File: src/logic/bridge_macros.svh
// bridge macros: bus widths, apb slave map, queue depth and timeout of the axi-lite to apb bridge
`ifndef BRIDGE_MACROS_SVH
`define BRIDGE_MACROS_SVH

// bus widths
`define BRIDGE_ADDR_W 32
`define BRIDGE_DATA_W 32
`define BRIDGE_STRB_W 4              // one strobe per data byte

// apb slave map, addr = {page, slave index, offset}
`define BRIDGE_NUM_SLAVES 4
`define BRIDGE_SLV_IDX_W 2           // log2 of slave count
`define BRIDGE_OFFSET_W 10           // 1 KiB region per slave
`define BRIDGE_PAGE_W 20             // bits above the slave index
`define BRIDGE_BASE_PAGE 20'h40000   // window 4000_0000 .. 4000_0FFF

// request queue between capture and apb sequencer
`define BRIDGE_FIFO_DEPTH 4

// access cycles granted before a silent slave is cut off
`define BRIDGE_TIMEOUT 10

`endif

File: src/logic/bridge_pkg.sv
// bridge package: axi response codes, the request word and the decoded apb address view
`include "bridge_macros.svh"

package bridge_pkg;

  // axi-lite response codes, only the two the bridge returns
  typedef enum logic [1:0] {
    OKAY   = 2'b00,
    SLVERR = 2'b10
  } axi_resp_e;

  // address split into window page, slave select and byte offset
  typedef struct packed {
    logic [`BRIDGE_PAGE_W-1:0]    page;   // must match base page
    logic [`BRIDGE_SLV_IDX_W-1:0] idx;    // which apb slave
    logic [`BRIDGE_OFFSET_W-1:0]  offset; // byte inside the region
  } apb_addr_fields_t;

  // one address word, seen raw or split
  typedef union packed {
    logic [`BRIDGE_ADDR_W-1:0] raw;
    apb_addr_fields_t          f;
  } apb_addr_u;

  // one accepted axi request, 69 bits
  typedef struct packed {
    logic                      write; // 1 = write, 0 = read
    logic [`BRIDGE_ADDR_W-1:0] addr;
    logic [`BRIDGE_DATA_W-1:0] data;  // zero for reads
    logic [`BRIDGE_STRB_W-1:0] strb;  // zero for reads
  } bridge_req_t;

endpackage

File: src/logic/bridge_req_if.sv
// bridge request channel: valid/ready handshake carrying one bridge request between stages
interface bridge_req_if
  import bridge_pkg::*;
();

  // transfer when valid && ready in the same cycle
  // valid holds with req stable until that cycle
  logic        valid; // request on offer
  logic        ready; // sink takes it this cycle
  bridge_req_t req;   // the request itself

  // producer side
  modport src (
    output valid,
    output req,
    input  ready
  );

  // consumer side
  modport dst (
    input  valid,
    input  req,
    output ready
  );

endinterface

File: src/logic/apb_xfer_fsm.sv
// apb transfer sequencer: window decode, setup/access phases, timeout and axi response drive
`include "bridge_macros.svh"

module apb_xfer_fsm
  import bridge_pkg::*;
(
  input  logic                                          s_axi_clk,
  input  logic                                          arst_n,
  bridge_req_if.dst                                     req_in,
  // apb master
  output logic [`BRIDGE_ADDR_W-1:0]                     m_apb_paddr,
  output logic [`BRIDGE_NUM_SLAVES-1:0]                 m_apb_psel,
  output logic                                          m_apb_penable,
  output logic                                          m_apb_pwrite,
  output logic [`BRIDGE_DATA_W-1:0]                     m_apb_pwdata,
  output logic [`BRIDGE_STRB_W-1:0]                     m_apb_pstrb,
  input  logic [`BRIDGE_NUM_SLAVES-1:0]                 m_apb_pready,
  input  logic [`BRIDGE_NUM_SLAVES-1:0][`BRIDGE_DATA_W-1:0] m_apb_prdata,
  input  logic                                          m_apb_pslverr,
  // axi responses
  output axi_resp_e                                     s_axi_bresp,
  output logic                                          s_axi_bvalid,
  input  logic                                          s_axi_bready,
  output logic [`BRIDGE_DATA_W-1:0]                     s_axi_rdata,
  output axi_resp_e                                     s_axi_rresp,
  output logic                                          s_axi_rvalid,
  input  logic                                          s_axi_rready
);

  localparam int TMO_W = $clog2(`BRIDGE_TIMEOUT + 1);

  typedef enum logic [1:0] {
    ST_IDLE,
    ST_SETUP,
    ST_ACCESS,
    ST_RESP
  } state_e;

  state_e                    state_q;
  logic [TMO_W-1:0]          tmo_cnt_q; // access cycles left
  bridge_req_t               req_q;     // request in flight
  axi_resp_e                 resp_q;
  logic [`BRIDGE_DATA_W-1:0] rdata_q;
  apb_addr_u                 in_addr;   // queue head, split
  apb_addr_u                 cur_addr;  // held request, split
  logic                      take;      // pop this cycle
  logic                      in_window;
  logic                      apb_busy;  // setup or access
  logic                      sel_ready; // pready of addressed slave
  logic                      tmo_hit;   // last allowed access cycle
  logic                      resp_done; // master took the response

  assign in_addr.raw  = req_in.req.addr;
  assign cur_addr.raw = req_q.addr;
  assign in_window    = in_addr.f.page == `BRIDGE_BASE_PAGE;
  assign req_in.ready = state_q == ST_IDLE; // pop only when idle
  assign take         = req_in.valid && req_in.ready;
  assign apb_busy     = (state_q == ST_SETUP) || (state_q == ST_ACCESS);
  assign sel_ready    = m_apb_pready[cur_addr.f.idx];
  assign tmo_hit      = tmo_cnt_q == TMO_W'(1);
  assign resp_done    = req_q.write ? s_axi_bready : s_axi_rready;

  always_ff @(posedge s_axi_clk or negedge arst_n) begin
    if (!arst_n) begin
      state_q   <= ST_IDLE;
      tmo_cnt_q <= '0;
    end else begin
      case (state_q)
        ST_IDLE: if (take) state_q <= in_window ? ST_SETUP : ST_RESP; // miss answers at once
        ST_SETUP: begin
          state_q   <= ST_ACCESS;
          tmo_cnt_q <= TMO_W'(`BRIDGE_TIMEOUT);
        end
        ST_ACCESS: begin
          if (sel_ready || tmo_hit) state_q <= ST_RESP;
          else tmo_cnt_q <= tmo_cnt_q - 1'b1;
        end
        ST_RESP: if (resp_done) state_q <= ST_IDLE;
        default: state_q <= ST_IDLE;
      endcase
    end
  end

  // response defaults to slverr with zero data, covers miss and timeout
  always_ff @(posedge s_axi_clk) begin
    if (take) begin
      req_q   <= req_in.req;
      resp_q  <= SLVERR;
      rdata_q <= '0;
    end else if ((state_q == ST_ACCESS) && sel_ready) begin
      resp_q  <= m_apb_pslverr ? SLVERR : OKAY;
      rdata_q <= m_apb_prdata[cur_addr.f.idx]; // sampled at pready
    end
  end

  // one-hot select from the slave index
  always_comb begin
    for (int i = 0; i < `BRIDGE_NUM_SLAVES; i++) begin
      m_apb_psel[i] = apb_busy && (cur_addr.f.idx == `BRIDGE_SLV_IDX_W'(i));
    end
  end

  assign m_apb_paddr   = cur_addr.raw;
  assign m_apb_penable = state_q == ST_ACCESS;
  assign m_apb_pwrite  = req_q.write;
  assign m_apb_pwdata  = req_q.data;
  assign m_apb_pstrb   = req_q.strb;

  assign s_axi_bvalid = (state_q == ST_RESP) && req_q.write;
  assign s_axi_rvalid = (state_q == ST_RESP) && !req_q.write;
  assign s_axi_bresp  = resp_q;
  assign s_axi_rresp  = resp_q;
  assign s_axi_rdata  = rdata_q;

  a_psel_onehot: assert property (@(posedge s_axi_clk) disable iff (!arst_n)
    $onehot0(m_apb_psel));
  a_penable_sel: assert property (@(posedge s_axi_clk) disable iff (!arst_n)
    m_apb_penable |-> |m_apb_psel);
  a_resp_excl: assert property (@(posedge s_axi_clk) disable iff (!arst_n)
    !(s_axi_bvalid && s_axi_rvalid));

endmodule

File: src/logic/axi_apb_bridge.sv
// axi-lite to apb bridge top: request capture, request queue and apb sequencer in one clock
`include "bridge_macros.svh"

module axi_apb_bridge
  import bridge_pkg::*;
(
  input  logic                                          s_axi_clk,
  input  logic                                          arst_n,
  // axi-lite slave
  input  logic [`BRIDGE_ADDR_W-1:0]                     s_axi_awaddr,
  input  logic                                          s_axi_awvalid,
  output logic                                          s_axi_awready,
  input  logic [`BRIDGE_DATA_W-1:0]                     s_axi_wdata,
  input  logic [`BRIDGE_STRB_W-1:0]                     s_axi_wstrb,
  input  logic                                          s_axi_wvalid,
  output logic                                          s_axi_wready,
  output axi_resp_e                                     s_axi_bresp,
  output logic                                          s_axi_bvalid,
  input  logic                                          s_axi_bready,
  input  logic [`BRIDGE_ADDR_W-1:0]                     s_axi_araddr,
  input  logic                                          s_axi_arvalid,
  output logic                                          s_axi_arready,
  output axi_resp_e                                     s_axi_rresp,
  output logic                                          s_axi_rvalid,
  output logic [`BRIDGE_DATA_W-1:0]                     s_axi_rdata,
  input  logic                                          s_axi_rready,
  // apb master, one psel/pready/prdata word per slave
  output logic [`BRIDGE_ADDR_W-1:0]                     m_apb_paddr,
  output logic [`BRIDGE_NUM_SLAVES-1:0]                 m_apb_psel,
  output logic                                          m_apb_penable,
  output logic                                          m_apb_pwrite,
  output logic [`BRIDGE_DATA_W-1:0]                     m_apb_pwdata,
  output logic [`BRIDGE_STRB_W-1:0]                     m_apb_pstrb,
  input  logic [`BRIDGE_NUM_SLAVES-1:0]                 m_apb_pready,
  input  logic [`BRIDGE_NUM_SLAVES-1:0][`BRIDGE_DATA_W-1:0] m_apb_prdata,
  input  logic                                          m_apb_pslverr
);

  bridge_req_if cap2q ();  // capture -> queue
  bridge_req_if q2apb ();  // queue -> sequencer

  // axi request side, same-named ports by .*
  axi_req_capture u_capture (
    .req_out (cap2q),
    .*
  );

  req_fifo u_queue (
    .s_axi_clk (s_axi_clk),
    .arst_n    (arst_n),
    .push      (cap2q),
    .pop       (q2apb)
  );

  // apb phases plus b/r responses
  apb_xfer_fsm u_xfer (
    .req_in (q2apb),
    .*
  );

endmodule

File: src/logic/axi_req_capture.sv
// axi request capture with read-over-write arbitration into a one-entry request register
`include "bridge_macros.svh"

module axi_req_capture
  import bridge_pkg::*;
(
  input  logic                      s_axi_clk,
  input  logic                      arst_n,
  // write address and data taken together
  input  logic [`BRIDGE_ADDR_W-1:0] s_axi_awaddr,
  input  logic                      s_axi_awvalid,
  output logic                      s_axi_awready,
  input  logic [`BRIDGE_DATA_W-1:0] s_axi_wdata,
  input  logic [`BRIDGE_STRB_W-1:0] s_axi_wstrb,
  input  logic                      s_axi_wvalid,
  output logic                      s_axi_wready,
  // read address
  input  logic [`BRIDGE_ADDR_W-1:0] s_axi_araddr,
  input  logic                      s_axi_arvalid,
  output logic                      s_axi_arready,
  // toward the request queue
  bridge_req_if.src                 req_out
);

  logic        full_q;   // register holds a request
  bridge_req_t req_q;    // captured request
  logic        can_load; // empty or emptying this cycle
  logic        rd_take;  // read wins
  logic        wr_take;  // write with both aw and w present

  assign can_load = !full_q || req_out.ready;
  assign rd_take  = can_load && s_axi_arvalid; // read has priority
  assign wr_take  = can_load && !s_axi_arvalid && s_axi_awvalid && s_axi_wvalid;

  // readies pulse for one cycle and stay low under back-pressure
  assign s_axi_arready = rd_take;
  assign s_axi_awready = wr_take;
  assign s_axi_wready  = wr_take; // w goes with aw

  always_ff @(posedge s_axi_clk or negedge arst_n) begin
    if (!arst_n) begin
      full_q <= 1'b0;
    end else if (rd_take || wr_take) begin
      full_q <= 1'b1;  // new request replaces any drained one
    end else if (req_out.ready) begin
      full_q <= 1'b0;  // queue took it
    end
  end

  always_ff @(posedge s_axi_clk) begin
    if (rd_take) begin
      req_q.write <= 1'b0;
      req_q.addr  <= s_axi_araddr;
      req_q.data  <= '0;          // reads carry no payload
      req_q.strb  <= '0;
    end else if (wr_take) begin
      req_q.write <= 1'b1;
      req_q.addr  <= s_axi_awaddr;
      req_q.data  <= s_axi_wdata;
      req_q.strb  <= s_axi_wstrb; // straight through to pstrb later
    end
  end

  assign req_out.valid = full_q;
  assign req_out.req   = req_q;

  // never grant read and write together
  a_one_grant: assert property (@(posedge s_axi_clk) disable iff (!arst_n)
    !(s_axi_arready && s_axi_awready));

endmodule

File: src/logic/req_fifo.sv
// request queue: first-in first-out buffer of bridge requests between capture and apb sequencer
`include "bridge_macros.svh"

module req_fifo
  import bridge_pkg::*;
(
  input logic       s_axi_clk,
  input logic       arst_n,
  bridge_req_if.dst push, // from capture
  bridge_req_if.src pop   // to apb sequencer
);

  localparam int PTR_W = $clog2(`BRIDGE_FIFO_DEPTH);
  localparam int CNT_W = $clog2(`BRIDGE_FIFO_DEPTH + 1);

  bridge_req_t      mem [`BRIDGE_FIFO_DEPTH]; // circular store
  logic [PTR_W-1:0] wr_ptr;
  logic [PTR_W-1:0] rd_ptr;
  logic [CNT_W-1:0] count;   // entries held
  logic             do_push;
  logic             do_pop;

  assign push.ready = count != CNT_W'(`BRIDGE_FIFO_DEPTH); // not full
  assign pop.valid  = count != '0;                          // not empty
  assign pop.req    = mem[rd_ptr];                          // head
  assign do_push    = push.valid && push.ready;
  assign do_pop     = pop.valid && pop.ready;

  always_ff @(posedge s_axi_clk or negedge arst_n) begin
    if (!arst_n) begin
      wr_ptr <= '0;
      rd_ptr <= '0;
      count  <= '0;
    end else begin
      if (do_push) begin
        wr_ptr <= (wr_ptr == PTR_W'(`BRIDGE_FIFO_DEPTH - 1)) ? '0 : wr_ptr + 1'b1;
      end
      if (do_pop) begin
        rd_ptr <= (rd_ptr == PTR_W'(`BRIDGE_FIFO_DEPTH - 1)) ? '0 : rd_ptr + 1'b1;
      end
      case ({do_push, do_pop})
        2'b10:   count <= count + 1'b1;
        2'b01:   count <= count - 1'b1;
        default: count <= count; // both or neither
      endcase
    end
  end

  // entry storage
  always_ff @(posedge s_axi_clk) begin
    if (do_push) begin
      mem[wr_ptr] <= push.req;
    end
  end

  a_count_max: assert property (@(posedge s_axi_clk) disable iff (!arst_n)
    count <= CNT_W'(`BRIDGE_FIFO_DEPTH));

  // head must not move while the sequencer is busy
  a_head_hold: assert property (@(posedge s_axi_clk) disable iff (!arst_n)
    pop.valid && !pop.ready |=> pop.valid && $stable(pop.req));

endmodule

File: config.mk
export PLATFORM = sky130hd
export DESIGN_NAME = axi_apb_bridge
export DESIGN_NICKNAME = d
export VERILOG_FILES = /design/src/logic/bridge_pkg.sv /design/src/logic/bridge_req_if.sv /design/src/logic/apb_xfer_fsm.sv /design/src/logic/axi_apb_bridge.sv /design/src/logic/axi_req_capture.sv /design/src/logic/req_fifo.sv
export VERILOG_INCLUDE_DIRS = /design/src /design/src/logic
export SDC_FILE = /design/constraint.sdc
export NUM_CORES = 1
export LEC_CHECK = 0
export ABC_CLOCK_PERIOD_IN_PS = 5360
export BUFFER_PORTS_ARGS = -buffer_cell sky130_fd_sc_hd__clkbuf_2
export CORE_UTILIZATION = 47
export CTS_CLUSTER_SIZE = 30
export DETAILED_ROUTE_END_ITERATION = 8
export PLACE_DENSITY = 0.81
export SETUP_SLACK_MARGIN = 0.4
export SLEW_MARGIN = 0
export SYNTH_ARGS = -nofsm -noshare
export SYNTH_HDL_FRONTEND = slang
export SYNTH_SLANG_ARGS = --single-unit
File: constraint.sdc
create_clock -name s_axi_clk -period 5.36 [get_ports s_axi_clk]
set_input_delay 1.072 -clock s_axi_clk [delete_from_list [all_inputs] [get_ports s_axi_clk]]
set_output_delay 1.072 -clock s_axi_clk [all_outputs]
set_load 0.01 [all_outputs]
==> results of run 1 <==
## through the flow
| step | power (W) | util | std cells | area (µm²) |
|---|---|---|---|---|
| after floorplan | 0.00785 | - | 955 | 17600 |
| after global placement | 0.00891 | 0.537 | 1728 | 19700 |
| after detailed placement | 0.00901 | 0.537 | 1728 | 19700 |
| after CTS | 0.0122 | 0.578 | 1808 | 21200 |
| after global routing | 0.0126 | 0.578 | 1810 | 21200 |
| final | 0.0120 | 0.578 | 1810 | 21200 |
## critical path, cell delays in order, from the launching register on
cell	delay (ps)
dfrtp_1	400
nor2_1	280
a31oi_1	170
nand3_2	100
buf_4	400
inv_2	360
clkbuf_2	230
## where the power goes
part	leakage, nW	switching [W]	total, W	internal (W)
Sequential	4.28	0.000638	0.00589	0.00525
Combinational	2.95	0.00166	0.00299	0.00133
Clock	0.740	0.00129	0.00315	0.00186
## sequential cells by signal, indices dropped and copies added (netlist names)
signal                   flops
u_capture.req_out.req       69
u_capture.req_out.valid      1
u_queue.count                3
u_queue.mem                276
u_queue.rd_ptr               2
u_queue.wr_ptr               2
u_xfer.m_apb_paddr          32
u_xfer.m_apb_pstrb           4
u_xfer.m_apb_pwdata         32
u_xfer.m_apb_pwrite          1
u_xfer.s_axi_bresp           1
u_xfer.s_axi_rdata          32
u_xfer.state_q               2
u_xfer.tmo_cnt_q             4
## cell usage in the layout, fill, tap and decap left out, drive strengths merged, types with 2 or more instances in the layout
cell type,instances
ha,13
and3,6
nor3,3
o21ai,4
nor3b,2
mux2i,2
nand3b,2
inv,17
diode,2
conb,2
nor4,4
nor2,9
dfxtp,70
bufinv,4
a21oi,70
a22o,32
nand2,148
nor2b,4
mux4,102
buf,9
dfrtp,14
xor2,3
clkbuf,411
edfxtp,377
and2,3
a31oi,2
mux2,2
clkinv,14
## per-layer routing
layer  vias to the layer above  share of wire  wire, µm  track usage
met4                         4          0.038      1520       0.0927
met1                      4892           0.38     15200        0.253
met5                         -        0.00050        20            0
met3                        76          0.063      2520       0.0366
met2                       453           0.52     21100        0.373
li1                       4435              -         -            -
## Yosys cell counts, types with 3 or more instances
cell	instances
xor2_1	3
dfxtp_1	70
mux4_1	12
clkbuf_8	3
a21oi_1	70
dfrtp_1	14
ha_1	13
nor2_1	9
nor3_1	3
a22o_1	32
buf_2	22
o21ai_0	4
and3_1	6
nand2_1	148
edfxtp_1	377
nor2b_1	4
and2_1	3
inv_1	13
buf_4	4
mux4_2	90
clkbuf_1	23
## cell families after synthesis
group                      count (synthesis)  synth area share
muxes                                    106             0.136
other                                      1          0.000213
and+or+nand+nor                          186            0.0456
AOI/OAI and AO/OA                        112            0.0407
adders and majority gates                 14            0.0104
DFF                                      461             0.744
xor gates and xnor gates                   4           0.00199
buffers and inverters                     70            0.0215
## how the worst min path moves through the flow
stage	depth (start not counted)	slack, ps	end
final	1	440	u_queue.wr_ptr[0]
after global routing	1	440	u_queue.wr_ptr[0]
after CTS	1	430	u_xfer.state_q[1]
after detailed placement	2	450	u_xfer.s_axi_rdata[12]
after global placement	2	450	u_xfer.s_axi_rdata[7]
after floorplan	0	460	u_queue.mem[0][36]
## cell type report
cell class                 instances  share of cell area
sequential                       461               0.616
multi-input combinational        424               0.197
timing repair buffer             361              0.0862
clock buffer                      59              0.0599
tap                              468              0.0276
clock inverter                    21              0.0104
inverter                          14             0.00248
antenna                            2            0.000236
==> results.py, run 1 <==
metrics = {
    "yosys": {
        "synth.cell_area_mm2": 0.0176,
        "synth-main-ff-cell": "edfxtp_1",
        "netlist.top_cell.by_area": "edfxtp_1",
        "synthArstFlopShare": 0.0304,
        "ys_warn_count": 0,
        "synth_edf_count": 377,
        "synth.yosys.seq_area_share": 0.744,
        "syn_avg_cell_area_um2": 18.4,
        "synth_cell_types": 45,
        "synthTopCellsByArea": "edfxtp_1 (64%), mux4_2 (12%), dfxtp_1 (8.0%)",
        "synth_top_cell_area_share": 0.644,
        "synthCells": 954,
        "ys_seq_elements": 461,
    },
    "sta": {
        "rsz0062_at_grt": "false",
        "layout_setup_ws_ps": 1780,
        "fin_tns_setup_ps": 0,
        "setup_viol": 0,
        "maxSlewViolCount": 0,
        "holdWs_ps": 442,
        "fin_worst_skew_ps": 16.7,
        "hold_violations": 0,
        "fin_crit_ps": 3580,
        "relSlewSlack": 0.222,
        "min_period_over_period": 0.667,
        "max_freq_ghz": 0.280,
        "tightest_slew_ps": 1170,
    },
    "routing": {
        "vias": 9860,
        "drc": 0,
        "first_pass_iters": 5,
        "drt_wl_total_um": 40400,
        "vias_per_cell": 5.45,
        "wire_per_inst_um": 22.3,
        "antenna_left": 0,
        "drtIter0Drc": 664,
    },
    "floorplanning": {
        "ios": 355,
        "dieWidth_um": 195,
        "coreArea_mm2": 0.0367,
        "num_rows": 70,
        "die_y_um": 195,
        "start_util": 0.479,
        "die-area_mm2": 0.0382,
    },
    "cts": {
        "clk_pin_slew_worst_paths_ps": 60,
        "root_buffer": "clkbuf_16",
        "cts_buffer_depth": 3,
        "cts_inserted_buffers": 43,
        "h-tree-depth": 2,
        "cts_num_sinks": 461,
        "clkLatencyLatePin_ps": 550,
        "cts_hold_buf": 0,
        "postCtsResizedCells": 0,
        "postCtsSetupBuffers": 0,
        "cts_tree": "done",
    },
    "worst_setup_path": {
        "path_max_fanout": 37,
        "cp.required_ps": 4290,
        "arrival_ps": 2500,
        "worstSetupStartpoint": "u_queue.count[1]",
        "startpoint_type": "flop",
        "rr_worst_depth": 6,
        "reg2reg_to": "u_capture.req_out.req[54]",
        "rrSetupSlack_ps": 2520,
        "crit_path_end": "s_axi_wready",
        "worst_setup_path_end_kind": "output pin",
        "worstSetupPathType": "flop to output pin",
        "rr_startpoint": "u_queue.count[1]",
    },
    "placement": {
        "gp_congestion": 0.899,
        "post-dp-hpwl_um": 26100,
        "portBuffers": 352,
        "dpl_worst_slack_ps": 1810,
    },
    "grt": {
        "grt_overflow": 0,
        "grt_pass1_wl_um": 58800,
        "grt_max_degree": 72,
        "track_usage": 0.211,
        "grt_pass1_vias": 9829,
        "antenna_found_initial": 4,
    },
    "run_status": {
        "status": "complete, no violations",
    },
    "layout": {
        "fillCellCount": 2729,
        "regArea_mm2": 0.0131,
        "drive_gt1_frac": 0.401,
        "areaGrowthSynthToFinish_pct": 20.7,
        "multiInputGateArea_mm2": 0.00417,
        "final_nets": 1559,
    },
    "pwr": {
        "peakVddDrop_mv": 0.385,
        "power_leakage_nw": 7.98,
        "power_density_mw_per_mm2": 567,
    },
    "run": {
        "timing.max_cap.violations": 0,
    },
    "worst_hold_path": {
        "hold_path.class": "primary input to asynchronous set/reset pin",
    },
}
No activity file was read; power rests on OpenSTA's default activity.
==> run 2, diff against run 1 <==
--- a/config.mk
+++ b/config.mk
@@ -6,12 +6,12 @@
 export SDC_FILE = /design/constraint.sdc
 export NUM_CORES = 1
 export LEC_CHECK = 0
-export ABC_CLOCK_PERIOD_IN_PS = 5360
+export ABC_CLOCK_PERIOD_IN_PS = 3100
 export BUFFER_PORTS_ARGS = -buffer_cell sky130_fd_sc_hd__clkbuf_2
 export CORE_UTILIZATION = 47
 export CTS_CLUSTER_SIZE = 30
 export DETAILED_ROUTE_END_ITERATION = 8
-export PLACE_DENSITY = 0.81
+export PLACE_DENSITY = 0.84
 export SETUP_SLACK_MARGIN = 0.4
 export SLEW_MARGIN = 0
 export SYNTH_ARGS = -nofsm -noshare
==> constraint.sdc (replaced) <==
create_clock -name s_axi_clk -period 3.1 [get_ports s_axi_clk]
set_input_delay 0.62 -clock s_axi_clk [delete_from_list [all_inputs] [get_ports s_axi_clk]]
set_output_delay 0.62 -clock s_axi_clk [all_outputs]
set_load 0.01 [all_outputs]
==> results.py, run 2 (synthesis results as in run 1) <==
metrics = {
    "routing": {
        "drtIter0Drc": 661,
        "first_pass_iters": 5,
        "drt_wl_total_um": 39900,
        "wire_per_inst_um": 21.9,
        "antenna_left": 0,
        "vias_per_cell": 5.44,
        "vias": 9917,
        "drc": 0,
    },
    "placement": {
        "portBuffers": 352,
        "gp_congestion": 0.853,
        "dpl_worst_slack_ps": 661,
        "post-dp-hpwl_um": 26500,
    },
    "worst_setup_path": {
        "critPathBufInv": 2,
        "cp.required_ps": 2480,
        "crit_family": "adder cells",
        "slowest_delay_ps": 510,
        "crit_chain": "inv_1, ha_2, nor3b_1, clkbuf_2",
        "worstSetupPathType": "flop to output pin",
        "reg2reg_to": "u_xfer.state_q[1]",
        "arrival_ps": 1990,
        "path_max_fanout": 5,
        "rr_startpoint": "u_queue.rd_ptr[0]",
        "rrSetupSlack_ps": 680,
        "startpoint_type": "flop",
        "cpMaxStageDelayCell": "ha_2",
        "worst_setup_path_end_kind": "output pin",
        "rr_worst_depth": 5,
    },
    "pwr": {
        "power_density_mw_per_mm2": 983,
        "power_leakage_nw": 8.07,
        "peakVddDrop_mv": 0.585,
    },
    "grt": {
        "grt_pass1_wl_um": 58800,
        "grt_max_degree": 105,
        "grt_pass1_vias": 10148,
        "grt_overflow": 0,
        "track_usage": 0.210,
        "antenna_found_initial": 4,
    },
    "layout": {
        "final_cell_mix": "edfxtp_1 (377), clkbuf_2 (352), nand2_1 (148), mux4_2 (90)",
        "areaGrowthSynthToFinish_pct": 21.9,
        "final_nets": 1573,
        "drive_gt1_frac": 0.406,
        "largest_register_ffs": 276,
        "largest_register": "u_queue.mem",
        "final_common_cell": "edfxtp_1",
    },
    "sta": {
        "tightest_slew_ps": 1120,
        "hold_violations": 0,
        "setup_viol": 0,
        "fin_tns_setup_ps": 0,
        "layout_setup_ws_ps": 493,
        "relSlewSlack": 0.250,
        "fin_crit_ps": 2610,
        "max_freq_ghz": 0.384,
        "fin_worst_skew_ps": 22.8,
        "min_period_over_period": 0.841,
        "rsz0062_at_grt": "false",
        "maxSlewViolCount": 0,
    },
    "floorplanning": {
        "start_util": 0.479,
        "die_y_um": 195,
        "ios": 355,
        "die-area_mm2": 0.0382,
        "num_rows": 70,
        "coreArea_mm2": 0.0367,
        "dieWidth_um": 195,
    },
    "cts": {
        "clk_pin_slew_worst_paths_ps": 60,
        "cts_buffer_depth": 3,
        "root_buffer": "clkbuf_16",
        "cts_tree": "done",
        "h-tree-depth": 2,
        "clkLatencyLatePin_ps": 560,
        "cts_num_sinks": 461,
        "cts_inserted_buffers": 46,
    },
    "run": {
        "timing.max_cap.violations": 0,
    },
    "worst_hold_path": {
        "hold_path.class": "primary input to asynchronous set/reset pin",
    },
    "run_status": {
        "status": "complete, no violations",
    },
}
run 2: cell count changes in the layout (fill, tap and decap cells not counted), moves of 2 or more:
cell      previous run  this run
inv_6                3         1
buf_12               0         6
buf_4                9        14
clkbuf_8             7         5
diode_2              2         4
clkbuf_1             6         8
run 2: through the flow:
| stage | util | hold slack (ps) | cells | total power, W | cell area (µm²) |
|---|---|---|---|---|---|
| 2_1_floorplan | - | 324 | 955 | 0.0135 | 17600 |
| 3_3_place_gp | 0.542 | 443 | 1739 | 0.0155 | 19900 |
| 3_5_place_dp | 0.542 | 450 | 1739 | 0.0157 | 19900 |
| 4_1_cts | 0.583 | 2.35 | 1819 | 0.0213 | 21400 |
| 5_1_grt | 0.584 | 17.7 | 1822 | 0.0220 | 21400 |
| 6_report | 0.584 | 7.87 | 1823 | 0.0211 | 21400 |
run 2: worst register-to-register path, cell delays in order (launching register included):
cell and delay (ps):
dfrtp_4 810, mux4_1 710, nor4_2 330, nand4_1 220, o22ai_2 130, mux2i_1 90
run 2: area by class of cell:
| cell class | instances | area, µm² |
|---|---|---|
| Timing Repair Buffer | 372 | 1990 |
| Fill cell | 2682 | 15300 |
| Clock inverter | 20 | 255 |
| Inverter | 14 | 52.6 |
| Clock buffer | 60 | 1270 |
| Tap cell | 468 | 586 |
| Antenna cell | 4 | 10.0 |
| Multi-Input combinational cell | 424 | 4180 |
| Sequential cell | 461 | 13100 |
run 2: how the worst max path moves through the flow:
| stage | endpoint | slack (ps) | depth (start not counted) | start |
|---|---|---|---|---|
| floorplan | u_queue.mem[1][0] | 410 | 3 | u_queue.wr_ptr[1] |
| global placement | u_xfer.m_apb_paddr[0] | 690 | 2 | u_queue.rd_ptr[0] |
| detailed placement | u_xfer.m_apb_pwdata[23] | 660 | 2 | u_queue.rd_ptr[0] |
| CTS | m_apb_psel[0] | 460 | 4 | u_xfer.state_q[1] |
| global route | m_apb_psel[0] | 430 | 4 | u_xfer.state_q[1] |
| finish | m_apb_psel[0] | 490 | 4 | u_xfer.state_q[1] |
run 2: what timing repair did:
action / CTS / global route
gates resized for setup: 1 / 0
hold buffers: 0 / 0
setup buffers: 0 / 0
endpoints found under the setup margin: 1 / 0
run 2: report_power, final:
part	internal, W	total [W]	switching, W
clock	0.00332	0.00556	0.00224
combinational	0.00244	0.00552	0.00308
sequential	0.00906	0.00997	0.000914
total	0.0148	0.0211	0.00624
run 2: layer usage:
metal	share of wire	vias up	global-route usage
met3	0.054	83	0.0356
met5	0	-	0
met2	0.53	430	0.383
li1	-	4469	-
met4	0.037	0	0.0828
met1	0.38	4935	0.246
